**src/design/tx_dp_consts.svh**
```systemverilog
// Bit positions assume two 40-bit lanes in one 80-bit word and must move with TX_LANE_W
`ifndef TX_DP_CONSTS_SVH
`define TX_DP_CONSTS_SVH

//*********************************************************************
// Widths
//*********************************************************************
`define TX_LANE_W     40   // One transmit word
`define TX_FIFO_AW    4    // 16 entries, 3 and 5 also work
`define TX_WA_CNT_W   4    // Error count stops at all ones

//*********************************************************************
// Bit positions in the 80-bit output word
//*********************************************************************
// Upper lane is lane 1, lower lane is lane 0
`define TX_BIT_HDR_HI 79   // Upper header expected high
`define TX_BIT_START  77   // Start of sequence marker
`define TX_BIT_HDR_LO 39   // Lower header expected low
`define TX_BIT_DV     36   // Data valid bit

`endif

```
**src/design/tx_dp_pkg.sv**
```systemverilog
// Both union views are exactly two lanes wide and the field layout follows the bit macros
`include "tx_dp_consts.svh"

package tx_dp_pkg;

   //*********************************************************************
   // Lane and pair types
   //*********************************************************************
   typedef logic [`TX_LANE_W-1:0] tx_lane_t;   // One transmit word

   // Field view of the pair, MSB first
   typedef struct packed {
      logic                                    hdr_hi;       // Upper sync header
      logic [`TX_BIT_HDR_HI-`TX_BIT_START-2:0] upr_rest;     // Bit 78
      logic                                    start;        // Start of sequence
      logic [`TX_BIT_START-`TX_LANE_W-1:0]     upr_payload;  // Bits 76 down to 40
      logic                                    hdr_lo;       // Lower sync header
      logic [`TX_BIT_HDR_LO-`TX_BIT_DV-2:0]    lwr_pay_hi;   // Bits 38 and 37
      logic                                    dv;           // Data valid
      logic [`TX_BIT_DV-1:0]                   lwr_pay_lo;   // Bits 35 down to 0
   } tx_pair_fields_t;

   // Same 80 bits seen by lane or by field
   typedef union packed {
      tx_lane_t [1:0]  lane;   // Lane 1 on top
      tx_pair_fields_t f;      // Header, start and DV decode
   } tx_pair_u;

   //*********************************************************************
   // Constants
   //*********************************************************************
   // Idle word with only the upper header set
   localparam tx_pair_u tx_pair_default = {1'b1, {(2*`TX_LANE_W-1){1'b0}}};

endpackage

```
**src/design/tx_dp_fifo.sv**
```systemverilog
// Single clock only; pop must be raised only while pair_avail is high and it always takes two words
`timescale 1ns/1ps
`include "tx_dp_consts.svh"

module tx_dp_fifo
   import tx_dp_pkg::*;
(
   input  logic     rd_clk,       // Datapath clock
   input  logic     rd_rst_n,     // Async reset, active low
   input  logic     srst,         // Sync clear, active high
   input  logic     in_valid,     // Source offers a word
   input  tx_lane_t in_data,      // Word from source
   input  logic     pop,          // Remove the two oldest words
   output logic     in_ready,     // Room for one more word
   output logic     pair_avail,   // Two or more words stored
   output tx_lane_t head_word,    // Oldest word
   output tx_lane_t next_word,    // Second oldest word
   output logic     fifo_empty,   // Nothing stored
   output logic     fifo_full     // All entries used
);

   //*********************************************************************
   // Sizes and local types
   //*********************************************************************
   localparam int DEPTH = 1 << `TX_FIFO_AW;   // 16 entries at the default width

   typedef logic [`TX_FIFO_AW-1:0] ptr_t;     // Wraps on its own
   typedef logic [`TX_FIFO_AW:0]   cnt_t;     // Extra bit to reach DEPTH

   localparam cnt_t FULL_CNT = cnt_t'(DEPTH);

   tx_lane_t mem [DEPTH];   // Register array
   ptr_t     wr_ptr;        // Next slot to write
   ptr_t     rd_ptr;        // Oldest word
   ptr_t     rd_ptr_nxt;    // Slot after the oldest
   cnt_t     count;         // Words stored
   logic     push;          // Accepted input word

   //*********************************************************************
   // Handshake and status
   //*********************************************************************
   assign push       = in_valid & in_ready;      // Input transfer
   assign in_ready   = ~fifo_full;               // Free while not full
   assign fifo_full  = (count == FULL_CNT);
   assign fifo_empty = (count == cnt_t'(0));
   assign pair_avail = (count >= cnt_t'(2));     // Double read needs two words

   assign rd_ptr_nxt = rd_ptr + ptr_t'(1);       // Wrap at the top entry
   assign head_word  = mem[rd_ptr];
   assign next_word  = mem[rd_ptr_nxt];

   // Storage write, payload only
   always_ff @(posedge rd_clk) begin
      if (push) begin
         mem[wr_ptr] <= in_data;
      end
   end

   //*********************************************************************
   // Pointers and count
   //*********************************************************************
   always_ff @(posedge rd_clk or negedge rd_rst_n) begin
      if (!rd_rst_n) begin
         wr_ptr <= '0;
         rd_ptr <= '0;
         count  <= '0;
      end
      else if (srst) begin
         wr_ptr <= '0;                           // Drop everything queued
         rd_ptr <= '0;
         count  <= '0;
      end
      else begin
         if (push) begin
            wr_ptr <= wr_ptr + ptr_t'(1);
         end
         if (pop) begin
            rd_ptr <= rd_ptr + ptr_t'(2);         // Pair leaves at once
         end
         // Push adds one and pop removes two in the same edge
         count <= count + cnt_t'(push) - cnt_t'({pop, 1'b0});
      end
   end

endmodule

```
**src/design/tx_dp_pair_out.sv**
```systemverilog
// srst takes priority over hold; bit 36 is combinational from the start latch when gating is on
`timescale 1ns/1ps

module tx_dp_pair_out
   import tx_dp_pkg::*;
(
   input  logic     rd_clk,       // Datapath clock
   input  logic     rd_rst_n,     // Async reset, active low
   input  logic     srst,         // Sync clear, active high
   input  logic     hold,         // Freeze the output word
   input  logic     dv_gate_en,   // Gate bit 36 until start seen
   input  logic     pair_avail,   // FIFO holds a pair
   input  tx_lane_t head_word,    // Goes to lane 0
   input  tx_lane_t next_word,    // Goes to lane 1
   input  logic     out_ready,    // Sink takes the word
   output logic     pop,          // Take the pair from FIFO
   output logic     out_valid,    // Output word pending
   output tx_pair_u out_data      // Output word, bit 36 gated
);

   //*********************************************************************
   // Local state
   //*********************************************************************
   tx_pair_u data_q;     // Output register, ungated
   logic     start_lt;   // Start of sequence seen
   logic     xfer;       // Output transfer this cycle
   logic     dv_open;    // DV may pass

   assign xfer = out_valid & out_ready;

   // Load when the slot is empty or drains at this edge
   assign pop = pair_avail & ~hold & ~srst & (~out_valid | out_ready);

   //*********************************************************************
   // Output register
   //*********************************************************************
   always_ff @(posedge rd_clk or negedge rd_rst_n) begin
      if (!rd_rst_n) begin
         data_q    <= tx_pair_default;
         out_valid <= 1'b0;
      end
      else if (srst) begin
         data_q    <= tx_pair_default;           // Back to idle word
         out_valid <= 1'b0;
      end
      else if (hold) begin
         data_q    <= data_q;                    // Frozen regardless of sink
         out_valid <= out_valid;
      end
      else if (pop) begin
         data_q.lane[0] <= head_word;            // Older word low
         data_q.lane[1] <= next_word;            // Newer word high
         out_valid      <= 1'b1;
      end
      else if (xfer) begin
         data_q    <= tx_pair_default;           // Drained with nothing behind
         out_valid <= 1'b0;
      end
   end

   //*********************************************************************
   // Start of sequence latch
   //*********************************************************************
   always_ff @(posedge rd_clk or negedge rd_rst_n) begin
      if (!rd_rst_n) begin
         start_lt <= 1'b0;
      end
      else if (srst) begin
         start_lt <= 1'b0;
      end
      else if (out_valid && data_q.f.start) begin
         start_lt <= 1'b1;                       // Stays set until clear
      end
   end

   //*********************************************************************
   // Data valid gate
   //*********************************************************************
   // The word carrying bit 77 already passes its own DV
   assign dv_open = start_lt | data_q.f.start;

   always_comb begin
      out_data      = data_q;
      out_data.f.dv = dv_gate_en ? (data_q.f.dv & dv_open) : data_q.f.dv;
   end

endmodule

```
**src/design/tx_dp_align_mon.sv**
```systemverilog
// Checks only words that transfer with wa_en high; the count saturates and only srst clears it
`timescale 1ns/1ps
`include "tx_dp_consts.svh"

module tx_dp_align_mon
   import tx_dp_pkg::*;
(
   input  logic                    rd_clk,         // Datapath clock
   input  logic                    rd_rst_n,       // Async reset, active low
   input  logic                    srst,           // Sync clear, active high
   input  logic                    wa_en,          // Word align check on
   input  logic                    out_valid,      // Output handshake
   input  logic                    out_ready,
   input  tx_pair_u                out_data,       // Word on the output
   output logic                    wa_error,       // Sticky error flag
   output logic [`TX_WA_CNT_W-1:0] wa_error_cnt    // Errors seen, saturating
);

   localparam logic [`TX_WA_CNT_W-1:0] CNT_MAX = '1;
   localparam logic [`TX_WA_CNT_W-1:0] CNT_ONE = {{(`TX_WA_CNT_W-1){1'b0}}, 1'b1};

   logic hdr_bad;   // Header wrong on a transfer

   // Lower header must be low and upper header must be high
   assign hdr_bad = wa_en & out_valid & out_ready &
                    (out_data.f.hdr_lo | ~out_data.f.hdr_hi);

   always_ff @(posedge rd_clk or negedge rd_rst_n) begin
      if (!rd_rst_n) begin
         wa_error     <= 1'b0;
         wa_error_cnt <= '0;
      end
      else if (srst) begin
         wa_error     <= 1'b0;
         wa_error_cnt <= '0;
      end
      else if (hdr_bad) begin
         wa_error <= 1'b1;                          // Held until srst
         if (wa_error_cnt != CNT_MAX) begin
            wa_error_cnt <= wa_error_cnt + CNT_ONE;   // Stops at all ones
         end
      end
   end

endmodule

```
**src/design/tx_dp_top.sv**
```systemverilog
// Single rd_clk domain; srst clears the FIFO, output word and align status in one cycle
`timescale 1ns/1ps
`include "tx_dp_consts.svh"

module tx_dp_top
   import tx_dp_pkg::*;
(
   input  logic                    rd_clk,         // Datapath clock
   input  logic                    rd_rst_n,       // Async reset, active low
   input  logic                    srst,           // Sync clear, active high
   input  logic                    hold,           // Freeze output word
   input  logic                    wa_en,          // Word align check on
   input  logic                    dv_gate_en,     // Gate DV until start
   input  logic                    in_valid,       // Input handshake
   input  tx_lane_t                in_data,
   input  logic                    out_ready,      // Sink ready
   output logic                    in_ready,
   output logic                    out_valid,      // Output handshake
   output tx_pair_u                out_data,
   output logic                    fifo_empty,     // FIFO status
   output logic                    fifo_full,
   output logic                    wa_error,       // Align status
   output logic [`TX_WA_CNT_W-1:0] wa_error_cnt
);

   //*********************************************************************
   // FIFO to output register
   //*********************************************************************
   logic     pair_avail;   // Two words ready
   logic     pop;          // Pair taken
   tx_lane_t head_word;    // Oldest
   tx_lane_t next_word;    // Second oldest

   tx_dp_fifo u_fifo (
      .rd_clk     (rd_clk),
      .rd_rst_n   (rd_rst_n),
      .srst       (srst),
      .in_valid   (in_valid),
      .in_data    (in_data),
      .pop        (pop),
      .in_ready   (in_ready),
      .pair_avail (pair_avail),
      .head_word  (head_word),
      .next_word  (next_word),
      .fifo_empty (fifo_empty),
      .fifo_full  (fifo_full)
   );

   tx_dp_pair_out u_pair_out (
      .rd_clk     (rd_clk),
      .rd_rst_n   (rd_rst_n),
      .srst       (srst),
      .hold       (hold),
      .dv_gate_en (dv_gate_en),
      .pair_avail (pair_avail),
      .head_word  (head_word),
      .next_word  (next_word),
      .out_ready  (out_ready),
      .pop        (pop),
      .out_valid  (out_valid),
      .out_data   (out_data)
   );

   // Monitor sees the word as the sink does
   tx_dp_align_mon u_align_mon (
      .rd_clk       (rd_clk),
      .rd_rst_n     (rd_rst_n),
      .srst         (srst),
      .wa_en        (wa_en),
      .out_valid    (out_valid),
      .out_ready    (out_ready),
      .out_data     (out_data),
      .wa_error     (wa_error),
      .wa_error_cnt (wa_error_cnt)
   );

endmodule

```
**config.mk**
```make
export PLATFORM = sky130hd
export DESIGN_NAME = tx_dp_top
export DESIGN_NICKNAME = d
export VERILOG_FILES = /design/src/design/tx_dp_pkg.sv /design/src/design/tx_dp_fifo.sv /design/src/design/tx_dp_pair_out.sv /design/src/design/tx_dp_align_mon.sv /design/src/design/tx_dp_top.sv
export VERILOG_INCLUDE_DIRS = /design/src /design/src/design
export SDC_FILE = /design/constraint.sdc
export NUM_CORES = 1
export LEC_CHECK = 0
export ABC_AREA = 1
export BUFFER_PORTS_ARGS = -buffer_cell sky130_fd_sc_hd__buf_2
export CORE_ASPECT_RATIO = 0.6
export CORE_MARGIN = 1.5
export CORE_UTILIZATION = 40
export DETAILED_ROUTE_END_ITERATION = 12
export GPL_TIMING_DRIVEN = 0
export HOLD_SLACK_MARGIN = 0.06
export SKIP_CTS_REPAIR_TIMING = 1
export SLEW_MARGIN = 20
export SYNTH_ARGS = -nofsm -noshare
export SYNTH_HDL_FRONTEND = slang
export SYNTH_SLANG_ARGS = --single-unit
```
**constraint.sdc**
```tcl
create_clock -name rd_clk -period 4.35 [get_ports rd_clk]
set_clock_uncertainty 0.1 [all_clocks]
set_input_delay 0.2175 -clock rd_clk [delete_from_list [all_inputs] [get_ports rd_clk]]
set_output_delay 0.2175 -clock rd_clk [all_outputs]
set_load 0.005 [all_outputs]
```
==> metrics.md <==
| Metric | Value |
|---|---|
| Largest family of logic cells by synthesized area | simple AND/OR/NAND/NOR gates |
| Worst Hold Slack | 0.0630 ns |
| # rows | 77 |
| Synth Area in Compound Gates | 3.02% |
| Peak VDD IR | 0.403 mV |
| Fraction of layout cells with a size suffix above 1 | 16.8% |
| Routability congestion estimate | 0.864 |
| Startpoint Class | register |
| Post-route cell area | 35,700 µm² |
| Largest net degree at the start of global routing | 76 |
| DRC errors left | 0 |
| Largest area contributor in the netlist | edfxtp_1 |
| PD cells | 557 nW/µm² |
| Comb power frac | 27.1% |
| Post-layout util | 48.2% |
| Internal | 13.4 mW |
| Sequential cell area fraction in the yosys report | 71.9% |
| Detail Route Antenna Nets | 0 |
| Commonest cells post-synth | nand2_1, edfxtp_1, nand3_1, dfrtp_1, buf_4 |
| # IOs | 137 |
| Mux share of post-synthesis cell area | 0% |
| Syn Area/Cell | 11.7 µm² |
| CTS Buffer Depth | 3 |
| Final Critical Period | 2.92 ns |
| Overall track demand over capacity in global routing | 23.4% |
| Total Nets Final | 2,914 |
| First-pass GRT wire length | 131,000 µm |
| Setup violators final | 0 |
| Slew @ Worst Pin | 1.06 ns |
| Cell Area, Synth | 30,200 µm² |
| Top-area cell type share of the netlist area | 63.7% |
| Clk root buf | clkbuf_16 |
| Synth Area in Adders | 0.581% |
| Worst setup EP type | register |
| Yosys warning count | 0 |
| Worst path arrival time | 3.13 ns |
| Period utilization | 67.1% |
| Total Power | 19.9 mW |
| Final wirelength | 90,900 µm |
| Unrepaired setup endpoints after global routing | no |
| Vias per cell | 5.38 |
| Syn Inst Count | 2,568 |
| Yosys cell types | 24 |
| Synth area leaders | edfxtp_1, nand2_1, dfrtp_1, nand3_1, buf_4 |
| Via count | 21.0k |
| Diode count | 0 |
| Pleak | 13.7 nW |
| CTS buffer count | 69 |
| Port bufs | 135 |
| Pre-antenna DRT Iters | 7 |
| R2R setup slack | 1.43 ns |
| CP cell instances | inv_1 > ha_1 > nand4_1 > nand2_1 > inv_2 > nand2_1 > nor2_4 > buf_8 > buf_16 |
| Worst min-delay path category | in -> reg |
| Clock Latency Late Sink | 0.62 ns |
| Max capacitance violation total | 0 |
| Setup CP Type | reg -> reg |
| HPWL Detailed | 61,800 µm |
| Initial antenna violation count | 0 |
| DIE AREA | 77,100 µm² |
| Sw frac | 32.8% |
| Max Slew Vio Count | 0 |
| Crit Path Max Fanout | 19 |
| Post-Synth XOR/XNOR Area | 0.0871% |
| Area grow syn2layout | 18.5% |
| Count leader, synth | nand2_1 |
| Hold Vio Cnt, Final | 0 |
| Seq pwr share | 42.5% |
| Status | complete, no violations |
| WP data required | 4.56 ns |
| Max transition margin | 29.3% |
| Most Frequent Cell on Critical Path | nand2_1 |
| CTS H-tree depth | 3 |
| Clock sinks | 739 |
| Overflow after GRT | 0 |
| Routed wire length per instance | 23.3 µm |
| Iteration-0 DRC Markers | 2,463 |
| Upper clock frequency limit | 343 MHz |
| Setup_tns | 0 ns |
| FF+latch count, synth | 739 |
| Fill count | 6,577 |
| Clock power share | 30.4% |
| Vias in the first global route | 19.7k |
| Die span in x | 358 µm |
| Die Span Y | 216 µm |
| Total placed instance area | 33,000 µm² |
| Synth Area in Simple Gates | 19.0% |
| Post-synth top flop | edfxtp_1 |
| Synth Net Count | 2,630 |
| Slowest CP cell | nor2_4 |
| CTS tree | built |
| Initial core utilization | 40.7% |
| Clock slew seen by the registers of the worst setup and hold paths | 0.06 ns |
| Post-synth EDFFs | 640 |
| Sw power | 6.54 mW |
| Asr flop ratio synth | 13.4% |
| Max stage delay on crit path | 0.69 ns |
| Core area | 74,200 µm² |
## area by class of cell
cell class                      count  area, µm²  share of cell area (%)
Sequential cell                   739      21700                    60.7
Multi-Input combinational cell   1555       6960                    19.5
Timing Repair Buffer              213       1980                    5.54
Clock buffer                       97       1950                    5.47
Buffer                            239       1500                    4.19
Tap cell                          987       1230                    3.46
Clock inverter                     29        282                   0.788
Inverter                           35        139                   0.389
## through the flow
| stage | std cells | setup WS, ns |
|---|---|---|
| floorplan | 2568 | 1.06 |
| global placement | 3690 | -1.21 |
| detailed placement | 3723 | 1.44 |
| CTS | 3849 | 1.44 |
| global route | 3894 | 1.32 |
| finish | 3894 | 1.43 |
## cells in the final DEF, fill, tap and decap left out, drive strengths merged
cell / Yosys / final
a21boi: 1 / 1
a21oi: 87 / 87
buf: 206 / 375
bufinv: 0 / 4
clkbuf: 33 / 130
clkinv: 0 / 20
clkinvlp: 0 / 1
dfrtp: 98 / 98
dfstp: 1 / 1
dlygate4sd3: 0 / 44
edfxtp: 640 / 640
ha: 14 / 14
inv: 35 / 39
nand2: 909 / 909
nand3: 332 / 332
nand4: 82 / 82
nor2: 32 / 32
o21ai: 93 / 93
or2: 2 / 2
xor2: 3 / 3
## cell families (layout without fill, tap and decap cells)
logic type | after synthesis | count (layout)
DFF | 739 | 739
xor gates and xnor gates | 3 | 3
adders and majority gates | 14 | 14
and+or+nand+nor | 1357 | 1357
AOI/OAI and AO/OA | 181 | 181
buffers and inverters | 274 | 613
## metal layers
metal	GRT usage (%)	vias to the layer above	routed length (µm)
met5	0	-	0
met1	35.1	10300	39600
met4	5.47	0	1790
met3	5.81	124	10200
met2	34.1	1121	39300
li1	-	9450	-
## registers in the layout (all words and copies together), names as in the netlist
signal,cells
u_pair_out.out_valid,1
u_fifo.rd_ptr,3
u_fifo.wr_ptr,4
u_align_mon.wa_error_cnt,4
u_fifo.mem,640
u_pair_out.data_q,80
u_pair_out.start_lt,1
u_fifo.count,5
u_align_mon.wa_error,1
## path summary, 6_finish.rpt
path / startpoint / to / depth (start not counted)
setup / recovery: u_fifo.count[2] / u_fifo.mem[3][13] / 9
hold / removal: wa_en / u_align_mon.wa_error_cnt[1] / 5
setup reg to reg: u_fifo.count[2] / u_fifo.mem[3][13] / 9
hold reg to reg: u_pair_out.start_lt / u_pair_out.start_lt / 2
max in group asynchronous: rd_rst_n / u_pair_out.data_q[34] / 3
min in group asynchronous: rd_rst_n / u_pair_out.data_q[5] / 3
## critical path, delay by kind of cell (launching register included)
| kind | cells | cell delay, ns |
|---|---|---|
| and+or+nand+nor | 4 | 1.26 |
| buffers and inverters | 4 | 0.66 |
| adders and majority gates | 1 | 0.23 |
| DFF | 1 | 0.37 |
## power by group through the flow
stage / Sequential, mW / Clock (mW) / Combinational (mW)
after detailed placement: 8.61 / 0 / 5.30
after floorplan: 8.46 / 0 / 3.27
after global routing: 8.50 / 6.39 / 5.89
final: 8.46 / 6.06 / 5.39
after CTS: 8.47 / 6.12 / 5.32
after global placement: 8.63 / 0 / 5.12
No activity file was read; power rests on OpenSTA's default activity.
